## config.mk

```make
export PLATFORM = sky130hd
export DESIGN_NAME = dbg_unit_top
export DESIGN_NICKNAME = d
export VERILOG_FILES = /design/src/dbg_pkg.sv /design/src/dbg_acc_if.sv /design/src/dbg_ctl_if.sv /design/src/dbg_bus_decode.sv /design/src/dbg_regs.sv /design/src/dbg_halt_ctrl.sv /design/src/dbg_unit_top.sv
export SDC_FILE = /design/constraint.sdc
export NUM_CORES = 1
export LEC_CHECK = 0
export BUFFER_PORTS_ARGS = -buffer_cell sky130_fd_sc_hd__clkbuf_2
export CAP_MARGIN = 20
export CORE_UTILIZATION = 52
export CTS_BUF_LIST = sky130_fd_sc_hd__clkbuf_4 sky130_fd_sc_hd__clkbuf_8 sky130_fd_sc_hd__clkbuf_16
export CTS_CLUSTER_SIZE = 28
export DETAILED_ROUTE_END_ITERATION = 10
export PLACE_DENSITY_LB_ADDON = 0.05
export SYNTH_ARGS = -nofsm -noshare
export SYNTH_HDL_FRONTEND = slang
export SYNTH_SLANG_ARGS = --single-unit
```

## constraint.sdc

```tcl
create_clock -name clk -period 5.3 [get_ports clk]
set_input_delay 1.06 -clock clk [delete_from_list [all_inputs] [get_ports clk]]
set_output_delay 1.06 -clock clk [all_outputs]
set_load 0.02 [all_outputs]
```

## src/dbg_pkg.sv

```systemverilog
// debug unit package: widths, address map, cause codes, settings indices, enums
`default_nettype none

package dbg_pkg;

  // --------------------
  // widths
  localparam int DBG_ADDR_W = 15;  // debug bus address
  localparam int XLEN       = 32;
  localparam int CAUSE_W    = 6;

  localparam logic [CAUSE_W-1:0] CAUSE_HALT = 6'h1F;  // halt request or breakpoint

  // --------------------
  // address map
  typedef enum logic [5:0] {  // addr[13:8]
    REG_DBGA = 6'h00,  // debug registers, always accessible
    REG_GPR  = 6'h04,  // general purpose registers
    REG_DBGS = 6'h20   // npc/ppc, halted only for writes
  } region_e;

  typedef enum logic [5:0] {  // addr[7:2] inside REG_DBGA
    CTRL     = 6'h00,
    HIT      = 6'h01,
    IE       = 6'h02,
    CAUSE    = 6'h03,
    BP0_CTRL = 6'h10,
    BP0_DATA = 6'h11,
    BP1_CTRL = 6'h12,
    BP1_DATA = 6'h13
  } dbg_reg_e;

  typedef enum logic [1:0] {RD_NONE, RD_GPR, RD_DBGA, RD_DBGS} rdata_sel_e;

  typedef enum logic [2:0] {
    RUNNING, HALT_REQ, BP_HALT_REQ, HALT, BP_HALT, WAIT_RUNNING
  } halt_state_e;

  // --------------------
  // settings bus to the core
  localparam int SETS_W     = 5;
  localparam int SETS_SSTE  = 0;  // single step
  localparam int SETS_ECALL = 1;
  localparam int SETS_ELSU  = 2;  // load/store faults
  localparam int SETS_EBRK  = 3;
  localparam int SETS_EILL  = 4;

  // register bit positions
  localparam int CTRL_HALT_BIT  = 16;
  localparam int IE_ECALL_BIT   = 11;
  localparam int IE_ELSU_HI_BIT = 7;
  localparam int IE_ELSU_LO_BIT = 5;
  localparam int IE_EBRK_BIT    = 3;
  localparam int IE_EILL_BIT    = 2;

endpackage

`default_nettype wire

```

## src/dbg_acc_if.sv

```systemverilog
// debug register access interface between bus decoder and register block
`timescale 1ns/1ns
`default_nettype none

interface dbg_acc_if;

  logic                     wr_en;   // one cycle write strobe
  dbg_pkg::dbg_reg_e        wr_idx;  // word index of the write
  logic [dbg_pkg::XLEN-1:0] wdata;
  dbg_pkg::dbg_reg_e        rd_idx;  // latched at grant
  logic [dbg_pkg::XLEN-1:0] rdata;   // comb from rd_idx

  // decoder side
  modport decode (
    output wr_en, wr_idx, wdata, rd_idx,
    input  rdata
  );

  // register block side
  modport regs (
    input  wr_en, wr_idx, wdata, rd_idx,
    output rdata
  );

endinterface

`default_nettype wire

```

## src/dbg_ctl_if.sv

```systemverilog
// run control interface between register block and halt controller
`timescale 1ns/1ns
`default_nettype none

interface dbg_ctl_if;

  logic                        halt_cmd;    // pulse, ctrl write with halt bit
  logic                        resume_cmd;  // pulse, ctrl write without halt bit
  logic                        ssth_clear;  // pulse from hit write
  logic                        step_en;     // single step enabled
  logic                        bp_hit;      // any breakpoint matches
  logic                        halted;
  logic                        ssth;        // single step trap hit
  logic [dbg_pkg::CAUSE_W-1:0] cause;

  // --------------------
  // register block drives commands
  modport regs (
    output halt_cmd, resume_cmd, ssth_clear, step_en, bp_hit,
    input  halted, ssth, cause
  );

  // halt controller drives status
  modport ctrl (
    input  halt_cmd, resume_cmd, ssth_clear, step_en, bp_hit,
    output halted, ssth, cause
  );

endinterface

`default_nettype wire

```

## src/dbg_bus_decode.sv

```systemverilog
// debug bus decoder: grant, rvalid, read mux, register file and jump requests
`timescale 1ns/1ns
`default_nettype none

module dbg_bus_decode #(
  parameter int REG_ADDR_WIDTH = 5
) (
  input  logic                           clk,
  input  logic                           rst_n,
  input  logic                           debug_req_i,
  input  logic                           debug_we_i,
  input  logic [dbg_pkg::DBG_ADDR_W-1:0] debug_addr_i,
  input  logic [dbg_pkg::XLEN-1:0]       debug_wdata_i,
  input  logic                           halted_i,
  input  logic [dbg_pkg::XLEN-1:0]       regfile_rdata_i,
  input  logic [dbg_pkg::XLEN-1:0]       pc_if_i,
  input  logic [dbg_pkg::XLEN-1:0]       pc_id_i,
  output logic                           debug_gnt_o,
  output logic                           debug_rvalid_o,
  output logic [dbg_pkg::XLEN-1:0]       debug_rdata_o,
  output logic                           regfile_rreq_o,
  output logic [REG_ADDR_WIDTH-1:0]      regfile_raddr_o,
  output logic                           regfile_wreq_o,
  output logic [REG_ADDR_WIDTH-1:0]      regfile_waddr_o,
  output logic [dbg_pkg::XLEN-1:0]       regfile_wdata_o,
  output logic                           jump_req_o,
  output logic [dbg_pkg::XLEN-1:0]       jump_addr_o,
  dbg_acc_if.decode                      acc
);

  dbg_pkg::region_e         region;
  dbg_pkg::rdata_sel_e      rdata_sel_n, rdata_sel_q;
  logic                     wr_req, rd_req;
  logic                     regfile_rreq_n;
  logic                     jump_req_n;
  logic [5:0]               addr_q;   // word index of the granted access
  logic [dbg_pkg::XLEN-1:0] wdata_q;  // jump target

  assign debug_gnt_o = debug_req_i;  // no back-pressure
  assign region      = dbg_pkg::region_e'(debug_addr_i[13:8]);
  // csr region (bit 14) is granted but does nothing
  assign wr_req = debug_req_i &  debug_we_i & ~debug_addr_i[14];
  assign rd_req = debug_req_i & ~debug_we_i & ~debug_addr_i[14];

  // --------------------
  // write path
  assign acc.wr_en  = wr_req & (region == dbg_pkg::REG_DBGA);
  assign acc.wr_idx = dbg_pkg::dbg_reg_e'(debug_addr_i[7:2]);
  assign acc.wdata  = debug_wdata_i;

  assign regfile_wreq_o  = wr_req & (region == dbg_pkg::REG_GPR) & halted_i;  // grant cycle
  assign regfile_waddr_o = debug_addr_i[REG_ADDR_WIDTH+1:2];
  assign regfile_wdata_o = debug_wdata_i;

  // npc write redirects the core
  assign jump_req_n = wr_req & (region == dbg_pkg::REG_DBGS) & halted_i
                      & (debug_addr_i[7:2] == 6'd0);

  // read source select
  always_comb begin
    rdata_sel_n    = dbg_pkg::RD_NONE;
    regfile_rreq_n = 1'b0;
    if (rd_req) begin
      unique case (region)
        dbg_pkg::REG_DBGA: rdata_sel_n = dbg_pkg::RD_DBGA;
        dbg_pkg::REG_DBGS: rdata_sel_n = dbg_pkg::RD_DBGS;
        dbg_pkg::REG_GPR: begin
          if (halted_i) begin  // gpr reads zero while running
            rdata_sel_n    = dbg_pkg::RD_GPR;
            regfile_rreq_n = 1'b1;
          end
        end
        default: ;  // unmapped, reads zero
      endcase
    end
  end

  // --------------------
  // grant stage flops
  always_ff @(posedge clk or negedge rst_n) begin
    if (!rst_n) begin
      debug_rvalid_o <= 1'b0;
      rdata_sel_q    <= dbg_pkg::RD_NONE;
      regfile_rreq_o <= 1'b0;
      jump_req_o     <= 1'b0;
    end else begin
      debug_rvalid_o <= debug_gnt_o;     // always one cycle after gnt
      rdata_sel_q    <= rdata_sel_n;
      regfile_rreq_o <= regfile_rreq_n;  // pulses with rvalid
      jump_req_o     <= jump_req_n;
    end
  end

  always_ff @(posedge clk) begin
    if (debug_req_i) begin
      addr_q  <= debug_addr_i[7:2];
      wdata_q <= debug_wdata_i;
    end
  end

  assign acc.rd_idx      = dbg_pkg::dbg_reg_e'(addr_q);
  assign regfile_raddr_o = addr_q[REG_ADDR_WIDTH-1:0];
  assign jump_addr_o     = wdata_q;

  // read data mux, valid in the rvalid cycle
  always_comb begin
    debug_rdata_o = '0;
    unique case (rdata_sel_q)
      dbg_pkg::RD_GPR:  debug_rdata_o = regfile_rdata_i;  // core answers comb
      dbg_pkg::RD_DBGA: debug_rdata_o = acc.rdata;
      dbg_pkg::RD_DBGS: debug_rdata_o = addr_q[0] ? pc_id_i : pc_if_i;  // ppc : npc
      default: ;
    endcase
  end

  // --------------------
  a_rvalid_after_gnt: assert property (@(posedge clk) disable iff (!rst_n)
    debug_gnt_o |=> debug_rvalid_o)
    else $error("rvalid missing one cycle after grant");

endmodule

`default_nettype wire

```

## src/dbg_regs.sv

```systemverilog
// debug control/status registers, settings bits and breakpoint comparators
`timescale 1ns/1ns
`default_nettype none

module dbg_regs (
  input  logic                       clk,
  input  logic                       rst_n,
  input  logic                       sleeping_i,
  input  logic [dbg_pkg::XLEN-1:0]   pc_if_i,
  input  logic                       branch_req_i,
  input  logic [dbg_pkg::XLEN-1:1]   branch_addr_i,
  output logic [dbg_pkg::SETS_W-1:0] settings_o,
  dbg_acc_if.regs                    acc,
  dbg_ctl_if.regs                    ctl
);

  logic [dbg_pkg::SETS_W-1:0] settings_q;
  logic [1:0]                 bp_en;
  logic [dbg_pkg::XLEN-1:1]   bp_addr [2];  // halfword aligned
  logic [1:0]                 bp_hit_vec;
  logic [dbg_pkg::XLEN-1:1]   comp_pc;
  logic                       ctrl_wr;

  assign ctrl_wr = acc.wr_en & (acc.wr_idx == dbg_pkg::CTRL);

  // --------------------
  // command pulses
  assign ctl.halt_cmd   = ctrl_wr &  acc.wdata[dbg_pkg::CTRL_HALT_BIT] & ~ctl.halted;
  assign ctl.resume_cmd = ctrl_wr & ~acc.wdata[dbg_pkg::CTRL_HALT_BIT] &  ctl.halted;
  assign ctl.ssth_clear = acc.wr_en & (acc.wr_idx == dbg_pkg::HIT) & acc.wdata[0];
  assign ctl.step_en    = settings_q[dbg_pkg::SETS_SSTE];
  assign settings_o     = settings_q;

  // settings and breakpoint enables
  always_ff @(posedge clk or negedge rst_n) begin
    if (!rst_n) begin
      settings_q <= '0;
      bp_en      <= '0;
    end else if (acc.wr_en) begin
      unique case (acc.wr_idx)
        dbg_pkg::CTRL: settings_q[dbg_pkg::SETS_SSTE] <= acc.wdata[0];
        dbg_pkg::IE: begin
          settings_q[dbg_pkg::SETS_ECALL] <= acc.wdata[dbg_pkg::IE_ECALL_BIT];
          settings_q[dbg_pkg::SETS_ELSU]  <= acc.wdata[dbg_pkg::IE_ELSU_HI_BIT]
                                             | acc.wdata[dbg_pkg::IE_ELSU_LO_BIT];
          settings_q[dbg_pkg::SETS_EBRK]  <= acc.wdata[dbg_pkg::IE_EBRK_BIT];
          settings_q[dbg_pkg::SETS_EILL]  <= acc.wdata[dbg_pkg::IE_EILL_BIT];
        end
        dbg_pkg::BP0_CTRL: bp_en[0] <= acc.wdata[0];
        dbg_pkg::BP1_CTRL: bp_en[1] <= acc.wdata[0];
        default: ;  // hit handled as pulse
      endcase
    end
  end

  // breakpoint addresses, bit 0 dropped
  always_ff @(posedge clk) begin
    if (acc.wr_en && acc.wr_idx == dbg_pkg::BP0_DATA) begin
      bp_addr[0] <= acc.wdata[dbg_pkg::XLEN-1:1];
    end
    if (acc.wr_en && acc.wr_idx == dbg_pkg::BP1_DATA) begin
      bp_addr[1] <= acc.wdata[dbg_pkg::XLEN-1:1];
    end
  end

  // --------------------
  // comparators, branch target wins over fetch pc
  assign comp_pc = branch_req_i ? branch_addr_i : pc_if_i[dbg_pkg::XLEN-1:1];

  for (genvar i = 0; i < 2; i++) begin : g_bp
    assign bp_hit_vec[i] = bp_en[i] & (bp_addr[i] == comp_pc);
  end

  assign ctl.bp_hit = |bp_hit_vec;

  // read back, comb from latched index
  always_comb begin
    acc.rdata = '0;
    unique case (acc.rd_idx)
      dbg_pkg::CTRL: begin
        acc.rdata[dbg_pkg::CTRL_HALT_BIT] = ctl.halted;
        acc.rdata[0]                      = settings_q[dbg_pkg::SETS_SSTE];
      end
      dbg_pkg::HIT: begin
        acc.rdata[16] = sleeping_i;
        acc.rdata[0]  = ctl.ssth;
      end
      dbg_pkg::IE: begin
        acc.rdata[dbg_pkg::IE_ECALL_BIT]   = settings_q[dbg_pkg::SETS_ECALL];
        acc.rdata[dbg_pkg::IE_ELSU_HI_BIT] = settings_q[dbg_pkg::SETS_ELSU];  // both alias
        acc.rdata[dbg_pkg::IE_ELSU_LO_BIT] = settings_q[dbg_pkg::SETS_ELSU];
        acc.rdata[dbg_pkg::IE_EBRK_BIT]    = settings_q[dbg_pkg::SETS_EBRK];
        acc.rdata[dbg_pkg::IE_EILL_BIT]    = settings_q[dbg_pkg::SETS_EILL];
      end
      dbg_pkg::CAUSE: begin
        acc.rdata[dbg_pkg::XLEN-1] = ctl.cause[5];  // interrupt flag position
        acc.rdata[4:0]             = ctl.cause[4:0];
      end
      dbg_pkg::BP0_CTRL: acc.rdata = {bp_hit_vec[0], 30'b0, bp_en[0]};
      dbg_pkg::BP0_DATA: acc.rdata = {bp_addr[0], 1'b0};
      dbg_pkg::BP1_CTRL: acc.rdata = {bp_hit_vec[1], 30'b0, bp_en[1]};
      dbg_pkg::BP1_DATA: acc.rdata = {bp_addr[1], 1'b0};
      default: ;
    endcase
  end

  // hit write clears the step flag in the halt fsm
  a_ssth_clear: assert property (@(posedge clk) disable iff (!rst_n)
    ctl.ssth_clear |=> !ctl.ssth)
    else $error("single step hit not cleared by hit write");

endmodule

`default_nettype wire

```

## src/dbg_halt_ctrl.sv

```systemverilog
// run/halt state machine with halt cause and single step status
`timescale 1ns/1ns
`default_nettype none

module dbg_halt_ctrl (
  input  logic                        clk,
  input  logic                        rst_n,
  input  logic                        debug_halt_i,    // halt pin
  input  logic                        debug_resume_i,  // resume pin
  input  logic                        trap_i,
  input  logic [dbg_pkg::CAUSE_W-1:0] exc_cause_i,
  input  logic                        dbg_ack_i,       // core reached a safe point
  input  logic                        branch_req_i,
  output logic                        dbg_req_o,
  output logic                        stall_o,
  output logic                        halted_o,
  dbg_ctl_if.ctrl                     ctl
);

  dbg_pkg::halt_state_e        state_q, state_n;
  logic [dbg_pkg::CAUSE_W-1:0] cause_q, cause_n;
  logic                        ssth_q, ssth_n;
  logic                        resume;

  assign resume = ctl.resume_cmd | debug_resume_i;

  // --------------------
  // next state
  always_comb begin
    state_n   = state_q;
    cause_n   = cause_q;
    ssth_n    = ssth_q;
    dbg_req_o = 1'b0;
    stall_o   = 1'b0;
    halted_o  = 1'b0;

    unique case (state_q)
      dbg_pkg::RUNNING: begin
        ssth_n = 1'b0;
        if (ctl.halt_cmd | debug_halt_i | trap_i) begin
          dbg_req_o = 1'b1;
          state_n   = dbg_pkg::HALT_REQ;
          if (trap_i) begin
            ssth_n  = ctl.step_en;
            cause_n = exc_cause_i;
          end else begin
            cause_n = dbg_pkg::CAUSE_HALT;
          end
        end
        if (ctl.bp_hit) begin  // breakpoint wins
          dbg_req_o = 1'b1;
          state_n   = dbg_pkg::BP_HALT_REQ;
          cause_n   = dbg_pkg::CAUSE_HALT;
        end
      end
      dbg_pkg::HALT_REQ: begin
        dbg_req_o = 1'b1;  // held until ack
        if (dbg_ack_i) state_n = dbg_pkg::HALT;
        if (resume)    state_n = dbg_pkg::RUNNING;
      end
      dbg_pkg::BP_HALT_REQ: begin
        dbg_req_o = 1'b1;
        if (dbg_ack_i)               state_n = dbg_pkg::BP_HALT;
        if (resume || branch_req_i)  state_n = dbg_pkg::RUNNING;  // pc moved on
      end
      dbg_pkg::HALT, dbg_pkg::BP_HALT: begin
        halted_o = 1'b1;
        stall_o  = ~resume;  // stall drops in the resume cycle
        if (resume) begin
          state_n = (state_q == dbg_pkg::BP_HALT) ? dbg_pkg::WAIT_RUNNING : dbg_pkg::RUNNING;
        end
      end
      dbg_pkg::WAIT_RUNNING: begin
        ssth_n  = 1'b0;
        state_n = dbg_pkg::RUNNING;  // skip past the breakpoint pc
      end
      default: state_n = dbg_pkg::RUNNING;
    endcase

    if (ctl.ssth_clear) ssth_n = 1'b0;
  end

  always_ff @(posedge clk or negedge rst_n) begin
    if (!rst_n) begin
      state_q <= dbg_pkg::RUNNING;
      cause_q <= dbg_pkg::CAUSE_HALT;
      ssth_q  <= 1'b0;
    end else begin
      state_q <= state_n;
      cause_q <= cause_n;
      ssth_q  <= ssth_n;
    end
  end

  assign ctl.halted = halted_o;
  assign ctl.ssth   = ssth_q;
  assign ctl.cause  = cause_q;

  // halted only after the core acknowledged the request
  a_halt_needs_ack: assert property (@(posedge clk) disable iff (!rst_n)
    $rose(halted_o) |-> $past(dbg_ack_i))
    else $error("halted without core acknowledge");

endmodule

`default_nettype wire

```

## src/dbg_unit_top.sv

```systemverilog
// debug unit top level: plain ports, submodule instances and interface wiring
`timescale 1ns/1ns
`default_nettype none

module dbg_unit_top #(
  parameter int REG_ADDR_WIDTH = 5
) (
  input  logic                           clk,
  input  logic                           rst_n,
  // --------------------
  // debug bus
  input  logic                           debug_req_i,
  output logic                           debug_gnt_o,
  output logic                           debug_rvalid_o,
  input  logic [dbg_pkg::DBG_ADDR_W-1:0] debug_addr_i,
  input  logic                           debug_we_i,
  input  logic [dbg_pkg::XLEN-1:0]       debug_wdata_i,
  output logic [dbg_pkg::XLEN-1:0]       debug_rdata_o,
  // run control
  input  logic                           debug_halt_i,
  input  logic                           debug_resume_i,
  output logic                           debug_halted_o,
  // core side
  output logic [dbg_pkg::SETS_W-1:0]     settings_o,
  input  logic                           trap_i,
  input  logic [dbg_pkg::CAUSE_W-1:0]    exc_cause_i,
  output logic                           stall_o,
  output logic                           dbg_req_o,
  input  logic                           dbg_ack_i,
  // register file ports
  output logic                           regfile_rreq_o,
  output logic [REG_ADDR_WIDTH-1:0]      regfile_raddr_o,
  input  logic [dbg_pkg::XLEN-1:0]       regfile_rdata_i,
  output logic                           regfile_wreq_o,
  output logic [REG_ADDR_WIDTH-1:0]      regfile_waddr_o,
  output logic [dbg_pkg::XLEN-1:0]       regfile_wdata_o,
  // pcs and breakpoints
  input  logic [dbg_pkg::XLEN-1:0]       pc_if_i,
  input  logic [dbg_pkg::XLEN-1:0]       pc_id_i,
  input  logic                           branch_req_i,
  input  logic [dbg_pkg::XLEN-1:1]       branch_addr_i,
  input  logic                           sleeping_i,
  output logic                           jump_req_o,
  output logic [dbg_pkg::XLEN-1:0]       jump_addr_o
);

  dbg_acc_if acc ();  // decoder to registers
  dbg_ctl_if ctl ();  // registers to halt fsm

  dbg_bus_decode #(.REG_ADDR_WIDTH(REG_ADDR_WIDTH)) u_decode (
    .clk, .rst_n, .debug_req_i, .debug_we_i, .debug_addr_i, .debug_wdata_i,
    .halted_i (debug_halted_o),
    .regfile_rdata_i, .pc_if_i, .pc_id_i, .debug_gnt_o, .debug_rvalid_o, .debug_rdata_o,
    .regfile_rreq_o, .regfile_raddr_o, .regfile_wreq_o, .regfile_waddr_o, .regfile_wdata_o,
    .jump_req_o, .jump_addr_o, .acc (acc.decode)
  );

  dbg_regs u_regs (
    .clk, .rst_n, .sleeping_i, .pc_if_i, .branch_req_i, .branch_addr_i, .settings_o,
    .acc (acc.regs), .ctl (ctl.regs)
  );

  dbg_halt_ctrl u_halt (
    .clk, .rst_n, .debug_halt_i, .debug_resume_i, .trap_i, .exc_cause_i, .dbg_ack_i,
    .branch_req_i, .dbg_req_o, .stall_o,
    .halted_o (debug_halted_o),
    .ctl      (ctl.ctrl)
  );

endmodule

`default_nettype wire

```

==> Word level (Yosys, flattened, before mapping) <==
Memories as Yosys holds them, arrays and structs flattened.
Index checks and enable logic that the tools add are counted.
{ "totals": {"out_inout_bits": 119, "n_memories": 1, "wordCells": 140, "in_bits": 190, "ff_bits": 60, "mem_bits_rw": 62} }
{ "op_classes": {"bitwise": 28, "n_reduce_logical": 19, "n_eq_ne": 29, "muxes": 50} }
{ "memory_table": {"columns": ["name", "depth", "word_bits", "rd", "rd_clocked_by_memory_dff", "wr", "line", "rtl"], "rows": [
  ["u_regs.bp_addr", 2, 31, 2, 0, 1, "dbg_regs.sv:19", "logic [dbg_pkg::XLEN-1:1] bp_addr [2];"]
]} }
{ "ops": {"columns": ["op", "n"], "rows": [
  ["$pmux W32 S3", 1],
  ["$eq A31 B31 Y1", 2],
  ["$mux W31", 2],
  ["$eq A6 B5 Y1 const B", 8],
  ["$mux W32", 1],
  ["$reduce_or A31 Y1", 1],
  ["$pmux W14 S2", 1],
  ["$mux W3", 8],
  ["$and A1 B1 Y1", 19],
  ["$eq A6 B2 Y1 const B", 3],
  ["$logic_not A6 Y1", 3],
  ["$mux W6", 3],
  ["$mux W1", 17],
  ["$pmux W1 S3", 5],
  ["$eq A6 B1 Y1 const B", 2],
  ["$pmux W3 S4", 1],
  ["$pmux W1 S5", 2],
  ["$reduce_and A2 Y1", 5],
  ["$ne A3 B2 Y1 const B", 3],
  ["$pmux W2 S4", 1],
  ["$pmux W4 S2", 1],
  ["$eq A3 B2 Y1 const B", 2],
  ["$eq A3 B3 Y1 const B", 2],
  ["$eq A6 B3 Y1 const B", 1],
  ["19 further kinds", 32]
]} }

==> Logic depth before layout (Yosys ltp) <==
Gate-level depths: netlist of run 1.
{ "depth": {"word_depth": 11, "ltp_mapped": 9, "ltp_nobuf": 8} }

==> By module <==
From an unflattened synthesis of run 1, not the netlist that was laid out.
{ "hier_totals": {"hier_cells": 604, "area_unflattened_um2": 7457.2} }
{ "by_module_without_submodules": {"columns": ["module", "seq_area_each_um2", "cells_each", "n_inst", "area_each_um2"], "rows": [
  ["dbg_regs", 2037.0, 282, 1, 3789.9],
  ["dbg_bus_decode", 1266.2, 255, 1, 3075.4],
  ["dbg_halt_ctrl", 256.5, 67, 1, 591.8]
]} }

==> Least setup slack after synthesis of run 1 <==
Ideal clock, no wire load.
{ "synth_timing": {"path_kind": "input-to-reg", "startpoint": "input port debug_addr_i[9] (netlist name)", "endpoint": "memory u_regs.bp_addr[0][0] (netlist name) (enable)", "required_time_ps": 4842, "path_buffers": 0, "slack_ps": 548, "t_arrival_ps": 4294, "cell_stages": 4, "setup_time_ps": 458, "cell_sequence": "nor4_1 nand2b_1 or4_1 nor3_1"} }
{ "synth_between": {"elab_chain_cells": 7, "word_cells_on_any_way": 11, "cone_classes": "mux (6); bitwise (1); reduce/logical (4)"} }
{ "synth_rtl": {"columns": ["element", "line", "rtl"], "rows": [
  ["from (decl)", "dbg_unit_top.sv:15", "input logic [dbg_pkg::DBG_ADDR_W-1:0] debug_addr_i,"],
  ["$logic_not A6 Y1 (*)", "dbg_bus_decode.sv:47", "assign acc.wr_en = wr_req & (region == dbg_pkg::REG_DBGA);"],
  ["$and A1 B1 Y1 (*)", "dbg_bus_decode.sv:47", null],
  ["$logic_and A1 B1 Y1", "dbg_regs.sv:61", "if (acc.wr_en && acc.wr_idx == dbg_pkg::BP1_DATA) begin"],
  ["$mux W1", "dbg_regs.sv:61", null],
  ["$mux W1 (not written as such)", "dbg_regs.sv:62", "bp_addr[1] <= acc.wdata[dbg_pkg::XLEN-1:1];"],
  ["$reduce_or A31 Y1 (no source line)", null, null],
  ["$mux W1 (no source line)", null, null],
  ["to (decl)", "dbg_regs.sv:19", null]
]} }
Every way passes the cells marked *; elsewhere a longest branch is shown, timed or not.

==> Worst setup path in the final report of run 1 <==
{ "layout_timing": {"startpoint": "input port branch_req_i", "endpoint": "output port dbg_req_o"} }
{ "layout_between": {"elab_chain_cells": 6, "word_cells_on_any_way": 8, "cone_classes": "eq/ne (2); mux (3); bitwise (2); reduce/logical (1)"} }
{ "layout_rtl": {"columns": ["element", "line", "rtl"], "rows": [
  ["from (decl)", "dbg_unit_top.sv:40", "input logic branch_req_i,"],
  ["$mux W31 (*)", "dbg_regs.sv:68", "assign comp_pc = branch_req_i ? branch_addr_i : pc_if_i[dbg_pkg::XLEN-1:1];"],
  ["$eq A31 B31 Y1", "dbg_regs.sv:71", "assign bp_hit_vec[i] = bp_en[i] & (bp_addr[i] == comp_pc);"],
  ["$and A1 B1 Y1", "dbg_regs.sv:71", null],
  ["$reduce_or A2 Y1 (*)", "dbg_regs.sv:74", "assign ctl.bp_hit = |bp_hit_vec;"],
  ["$mux W1 (*)", "dbg_halt_ctrl.sv:50", "if (ctl.bp_hit) begin"],
  ["$pmux W1 S2 (*)", "dbg_halt_ctrl.sv:37", "unique case (state_q)"],
  ["to (decl)", "dbg_unit_top.sv:28", "output logic dbg_req_o,"]
]} }
Marks and branches as above.

==> impl_metrics.ini, run 1 <==
[outcome]
outcome = completed

[route]
drtIter0Drc = 451
drt_wl_total_um = 22000
dr.pass1.iters = 9
num_vias = 6111
antenna_left = 0
drc_errors = 0
wire_per_inst_um = 21.1
vias_per_cell = 5.84

[setup_path]
critical_path_class = in2out
startpoint_type = input pin
crit_arrival_ns = 3.51
worstReg2RegStart = u_halt.state_q[0]
crit_start = branch_req_i
cp_max_fo = 33
cp-end-kind = output pin
rrSetupSlack_ns = 3.27
crit_required_ns = 4.24

[synthesis]
ys_seq_area_share_pct = 50.3
synth_top_area_share_pct = 42.4
synthTopCellsByCount = edfxtp_1 (100), xnor2_1 (62), mux2i_1 (57)
syn-num-nets = 787
synthTopCellsByArea = edfxtp_1 (42%), mux2i_1 (8.1%), xnor2_1 (7.7%), dfrtp_1 (6.0%), buf_4 (4.7%)
ys_ff_latch = 122
netlist_area_mm2 = 0.00708
synthDistinctLibCells = 51
synth-async-reset-ratio_pct = 18.0
yosysMostFrequentCell = edfxtp_1
synth_warnings = 0
synth_top_area_cell = edfxtp_1
synth_edf_count = 100
synth_flop_cell = edfxtp_1
syn_area_per_cell_um2 = 11.9
syn_inst = 597

[clock_network]
cts_resized = 0
cts-root-buf = clkbuf_16
hold_buffers = 0
worstSkewPairLatency_ns = 0.42
clkTransAtPathRegs_ns = 0.05
cts.htree.levels = 4
clockBufferDepth = 2
cts.sinks = 122
cts_tree = built
numCtsBuffers = 17
post_cts_buffers = 0

[die]
io_pins = 309
die_x_um = 119
chipHeight_um = 119
rows = 42
core-area_mm2 = 0.0132
fp.dieArea_mm2 = 0.0141
initial_core_util_pct = 53.5

[final_layout]
fin_util_pct = 68.4
ff_latch_area_mm2 = 0.00356
fin_nets = 1048
fill_cells = 1035
syn_to_final_growth_pct = 27.9
diodes = 0
multi_input_area_mm2 = 0.00304
final_layout_size_suffix_gt1_share_pct = 43.9

[flow_run]
cap_violations = 0

[global_route]
grt_pass1_vias = 6151
grt_pass1_wl_um = 33400
grtUsageTotal_pct = 32.0
grt_max_degree = 59
grt_overflow = 0
antenna_found_initial = 0

[timing]
hold_viol = 0
final-max-slew-violation-count = 0
slew_headroom_pct = 34.3
worst_pin_slew_ns = 0.983
fin_crit_ns = 4.57
finalSetupTns_ns = 0
fin_skew_ns = 0.00500
rsz0062_at_grt = false
finalSetupViolations = 0
period_share_pct = 86.3
fmax_mhz = 219

[power_and_ir_drop]
ir_drop_uv = 215
leakage_uw = 0.00382
p_per_area_mw_per_mm2 = 309

[min_path]
hold_class = reg2reg
hp-start = u_halt.ctl.cause[0]

[placement]
place_congestion = 0.914
io_buffers = 306
dpl.hpwl_um = 16700
state kept, by name, summed over array words and instances, names as in the netlist:
| signal | cells |
|---|---|
| u_halt.ctl.ssth | 1 |
| u_decode.jump_req_o | 1 |
| u_decode.regfile_rreq_o | 1 |
| u_decode.rdata_sel_q | 2 |
| u_regs.bp_en | 2 |
| u_decode.acc.rd_idx | 6 |
| u_regs.bp_addr | 62 |
| u_decode.jump_addr_o | 32 |
| u_decode.debug_rvalid_o | 1 |
| u_halt.ctl.cause | 6 |
| u_regs.settings_o | 5 |
| u_halt.state_q | 3 |
placed cells by master (no fill, tap or decap), types with 3 or more instances in the layout:
cell type / netlist / routed
nor4b_1: 5 / 5
edfxtp_1: 100 / 100
mux2_2: 8 / 8
nor4_1: 31 / 31
o21ai_0: 8 / 8
mux2i_1: 57 / 57
a22o_1: 28 / 28
nand3b_1: 4 / 4
nor2b_1: 9 / 8
xnor2_1: 62 / 62
nor2_2: 2 / 3
dfstp_2: 5 / 5
a21oi_1: 29 / 29
inv_6: 0 / 3
mux2i_2: 10 / 10
or4_1: 3 / 3
nand2_1: 21 / 21
clkinv_2: 0 / 3
nand2b_1: 5 / 5
a222oi_1: 5 / 5
clkbuf_2: 0 / 306
dfrtp_1: 17 / 16
nor3_1: 9 / 8
clkinvlp_4: 0 / 6
a32oi_1: 5 / 5
o31ai_1: 4 / 4
a221oi_1: 24 / 24
buf_4: 44 / 10
inv_1: 8 / 8
nand4_1: 8 / 8
nor2_1: 24 / 22
a22oi_1: 6 / 6
clkbuf_16: 0 / 17
cells by family after synthesis:
group	count (synthesis)	synth area share, %
and+or+nand+nor	133	10.6
muxes	75	11.3
xor gates and xnor gates	62	7.67
AOI/OAI and AO/OA	122	13.0
DFF	122	50.3
buffers and inverters	83	7.17
cell type report:
type	count	area share, %
sequential	122	39.3
clock inverter	14	1.62
clock buffer	18	4.85
timing repair buffer	317	18.0
inverter	8	0.331
multi-input combinational	392	33.5
tap	176	2.43
where the power goes:
part	leakage [uW]	internal, uW	switching, uW
Sequential	0.00121	1100	41.8
Combinational	0.00233	199	305
Clock	0.000271	704	443
Total	0.00382	2010	789
worst max-delay path: stages:
cell and delay (ns):
clkbuf_2 0.10, buf_12 0.27, mux2i_1 0.48, xnor2_1 0.18, nor4_1 0.31, nand4_1 0.13, nor2_1 0.28, nor2_1 0.20
a31oi_1 0.25, clkbuf_2 0.21
stage by stage:
stage / instance area (um^2) / power [uW] / instances / hold WS [ns] / setup WS (ns)
floorplan: 7080 / 1470 / 597 / 0.436 / 0.548
global placement: 8470 / 1650 / 1015 / 0.451 / 0.870
detailed placement: 8470 / 1660 / 1015 / 0.450 / 0.870
CTS: 9060 / 2800 / 1047 / 0.463 / 0.859
global route: 9060 / 2890 / 1047 / 0.477 / 0.603
finish: 9060 / 2800 / 1047 / 0.462 / 0.728
worst paths after layout:
| path | to | cells past startpoint |
|---|---|---|
| min | u_halt.ctl.cause[0] | 2 |
| min reg2reg | u_halt.ctl.cause[0] | 2 |
| max reg2reg | u_halt.ctl.cause[5] | 5 |
| min in group asynchronous | u_regs.settings_o[1] | 1 |
| max in group asynchronous | u_decode.rdata_sel_q[0] | 1 |
| max | dbg_req_o | 10 |
routing by layer:
| metal | vias to the layer above | track usage (%) | wire, um |
|---|---|---|---|
| met5 | - | 0 | 0 |
| met2 | 317 | 53.5 | 10900 |
| li1 | 2825 | - | - |
| met4 | 0 | 11.7 | 419 |
| met3 | 34 | 6.56 | 1640 |
| met1 | 2935 | 40.9 | 9060 |
No activity file was read; power rests on OpenSTA's default activity.
==> run 2, diff against run 1 <==
RECOVER_POWER = 50   (was default)
==> impl_metrics.ini, run 2 (synthesis gave the netlist of run 1 again) <==
[clock_network]
post_cts_buffers = 0
clockBufferDepth = 2
cts_resized = 0
clkTransAtPathRegs_ns = 0.05
hold_buffers = 0
worstSkewPairLatency_ns = 0.42
cts_tree = built
numCtsBuffers = 17
cts.sinks = 122
cts-root-buf = clkbuf_16
cts.htree.levels = 4

[final_layout]
fill_cells = 1072
diodes = 0
final_cell_mix = clkbuf_2 (247), edfxtp_1 (100), xnor2_1 (62)
multi_input_area_mm2 = 0.00304
fin_nets = 1048
fin_util_pct = 67.8
final_layout_size_suffix_gt1_share_pct = 37.0
syn_to_final_growth_pct = 26.8
regMostFlops = u_regs.bp_addr
largest_reg_flops = 62
ff_latch_area_mm2 = 0.00356
final_common_cell = clkbuf_2

[placement]
place_congestion = 0.914
io_buffers = 306
dpl.hpwl_um = 16700

[global_route]
gr-usage-met2_pct = 53.5
grt_max_degree = 59
grt_pass1_vias = 6151
grt.busiest_layer = met2
grt_pass1_wl_um = 33400
grtUsageMet1_pct = 40.9
grt_overflow = 0
grt_use_met3_pct = 6.56
antenna_found_initial = 0
grtUsageTotal_pct = 32.0

[setup_path]
cp.depth = 10
cp_slowest_cell = mux2i_1
critical_path_class = in2out
startpoint_type = input pin
cp_cell_sequence = clkbuf_2, buf_12, mux2i_1, xnor2_1, nor4_1, nand4_1, nor2_1, nor2_1, a31oi_1, clkbuf_2
crit_arrival_ns = 3.50
crit_family = simple AND/OR/NAND/NOR gates
critPathMaxStageDelay_ns = 0.47
worst-path-buf-inv = 3
cp-end-kind = output pin
crit_required_ns = 4.24
r2r_cells = 5
cp_max_fo = 33

[power_and_ir_drop]
switching_share_pct = 28.2
power_frac_seq_pct = 41.1
internal_power_uw = 2000
power.net_switching_uw = 786
ir_drop_uv = 213
p_per_area_mw_per_mm2 = 310
leakage_uw = 0.00364
p_clk_share_pct = 41.1
power_uw = 2790
pwr-share-comb_pct = 17.8

[die]
die_x_um = 119
io_pins = 309
chipHeight_um = 119
rows = 42
initial_core_util_pct = 53.5
core-area_mm2 = 0.0132
fp.dieArea_mm2 = 0.0141

[route]
drt_wl_total_um = 22200
antenna_left = 0
dr.pass1.iters = 6
vias_per_cell = 5.83
drtIter0Drc = 444
num_vias = 6107
drc_errors = 0
wire_per_inst_um = 21.2

[min_path]
hold_class = reg2reg
whs_path_depth = 2

[timing]
final-max-slew-violation-count = 0
hold_viol = 0
fin_crit_ns = 4.56
holdWs_ns = 0.463
period_share_pct = 86.0
worst_pin_slew_ns = 1.35
fin_skew_ns = 0.00894
finalSetupTns_ns = 0
fmax_mhz = 219
slew_headroom_pct = 10.1
rsz0062_at_grt = false
finalSetupViolations = 0

[flow_run]
cap_violations = 0

[outcome]
outcome = completed
## run 2: path summary, 6_finish.rpt
check,startpoint,endpoint,slack [ns]
max,branch_req_i,dbg_req_o,0.74
min,u_halt.ctl.cause[0],u_halt.ctl.cause[0],0.46
max reg2reg,u_halt.state_q[0],u_halt.ctl.cause[5],3.28
min reg2reg,u_halt.ctl.cause[0],u_halt.ctl.cause[0],0.46
max in group asynchronous,rst_n,u_decode.rdata_sel_q[0],3.56
min in group asynchronous,rst_n,u_regs.settings_o[1],0.89
## run 2: area by class of cell
type                            instances  share of cell area (%)
Tap cell                              176                    2.45
Inverter                                8                   0.334
Timing Repair Buffer                  317                    17.2
Clock buffer                           18                    4.89
Sequential cell                       122                    39.6
Clock inverter                         14                    1.63
Multi-Input combinational cell        392                    33.8
## run 2: power by group through the flow
| stage | clock network, uW | registers [uW] | logic (uW) |
|---|---|---|---|
| global placement | 0 | 1160 | 494 |
| finish | 1140 | 1140 | 497 |
| CTS | 1150 | 1140 | 503 |
| global route | 1190 | 1150 | 536 |
| detailed placement | 0 | 1160 | 500 |
| floorplan | 0 | 1170 | 301 |
## run 2: stage by stage
stage                     instances  cell area, um^2  setup WS [ns]
after CTS                      1047             9060          0.859
after global routing           1047             8980          0.603
after global placement         1015             8470          0.870
after floorplan                 597             7080          0.548
final                          1047             8980          0.740
after detailed placement       1015             8470          0.870
## run 2: routing by layer
metal	wire [um]	part of all wire, %
met1	8950	40
met2	11000	49
met3	1870	8.4
met4	417	1.9
met5	0	0
## run 2: tightest hold or removal path: stages (launching register included)
cell,delay (ns)
dfstp_2,0.37
inv_1,0.04
a32oi_1,0.05
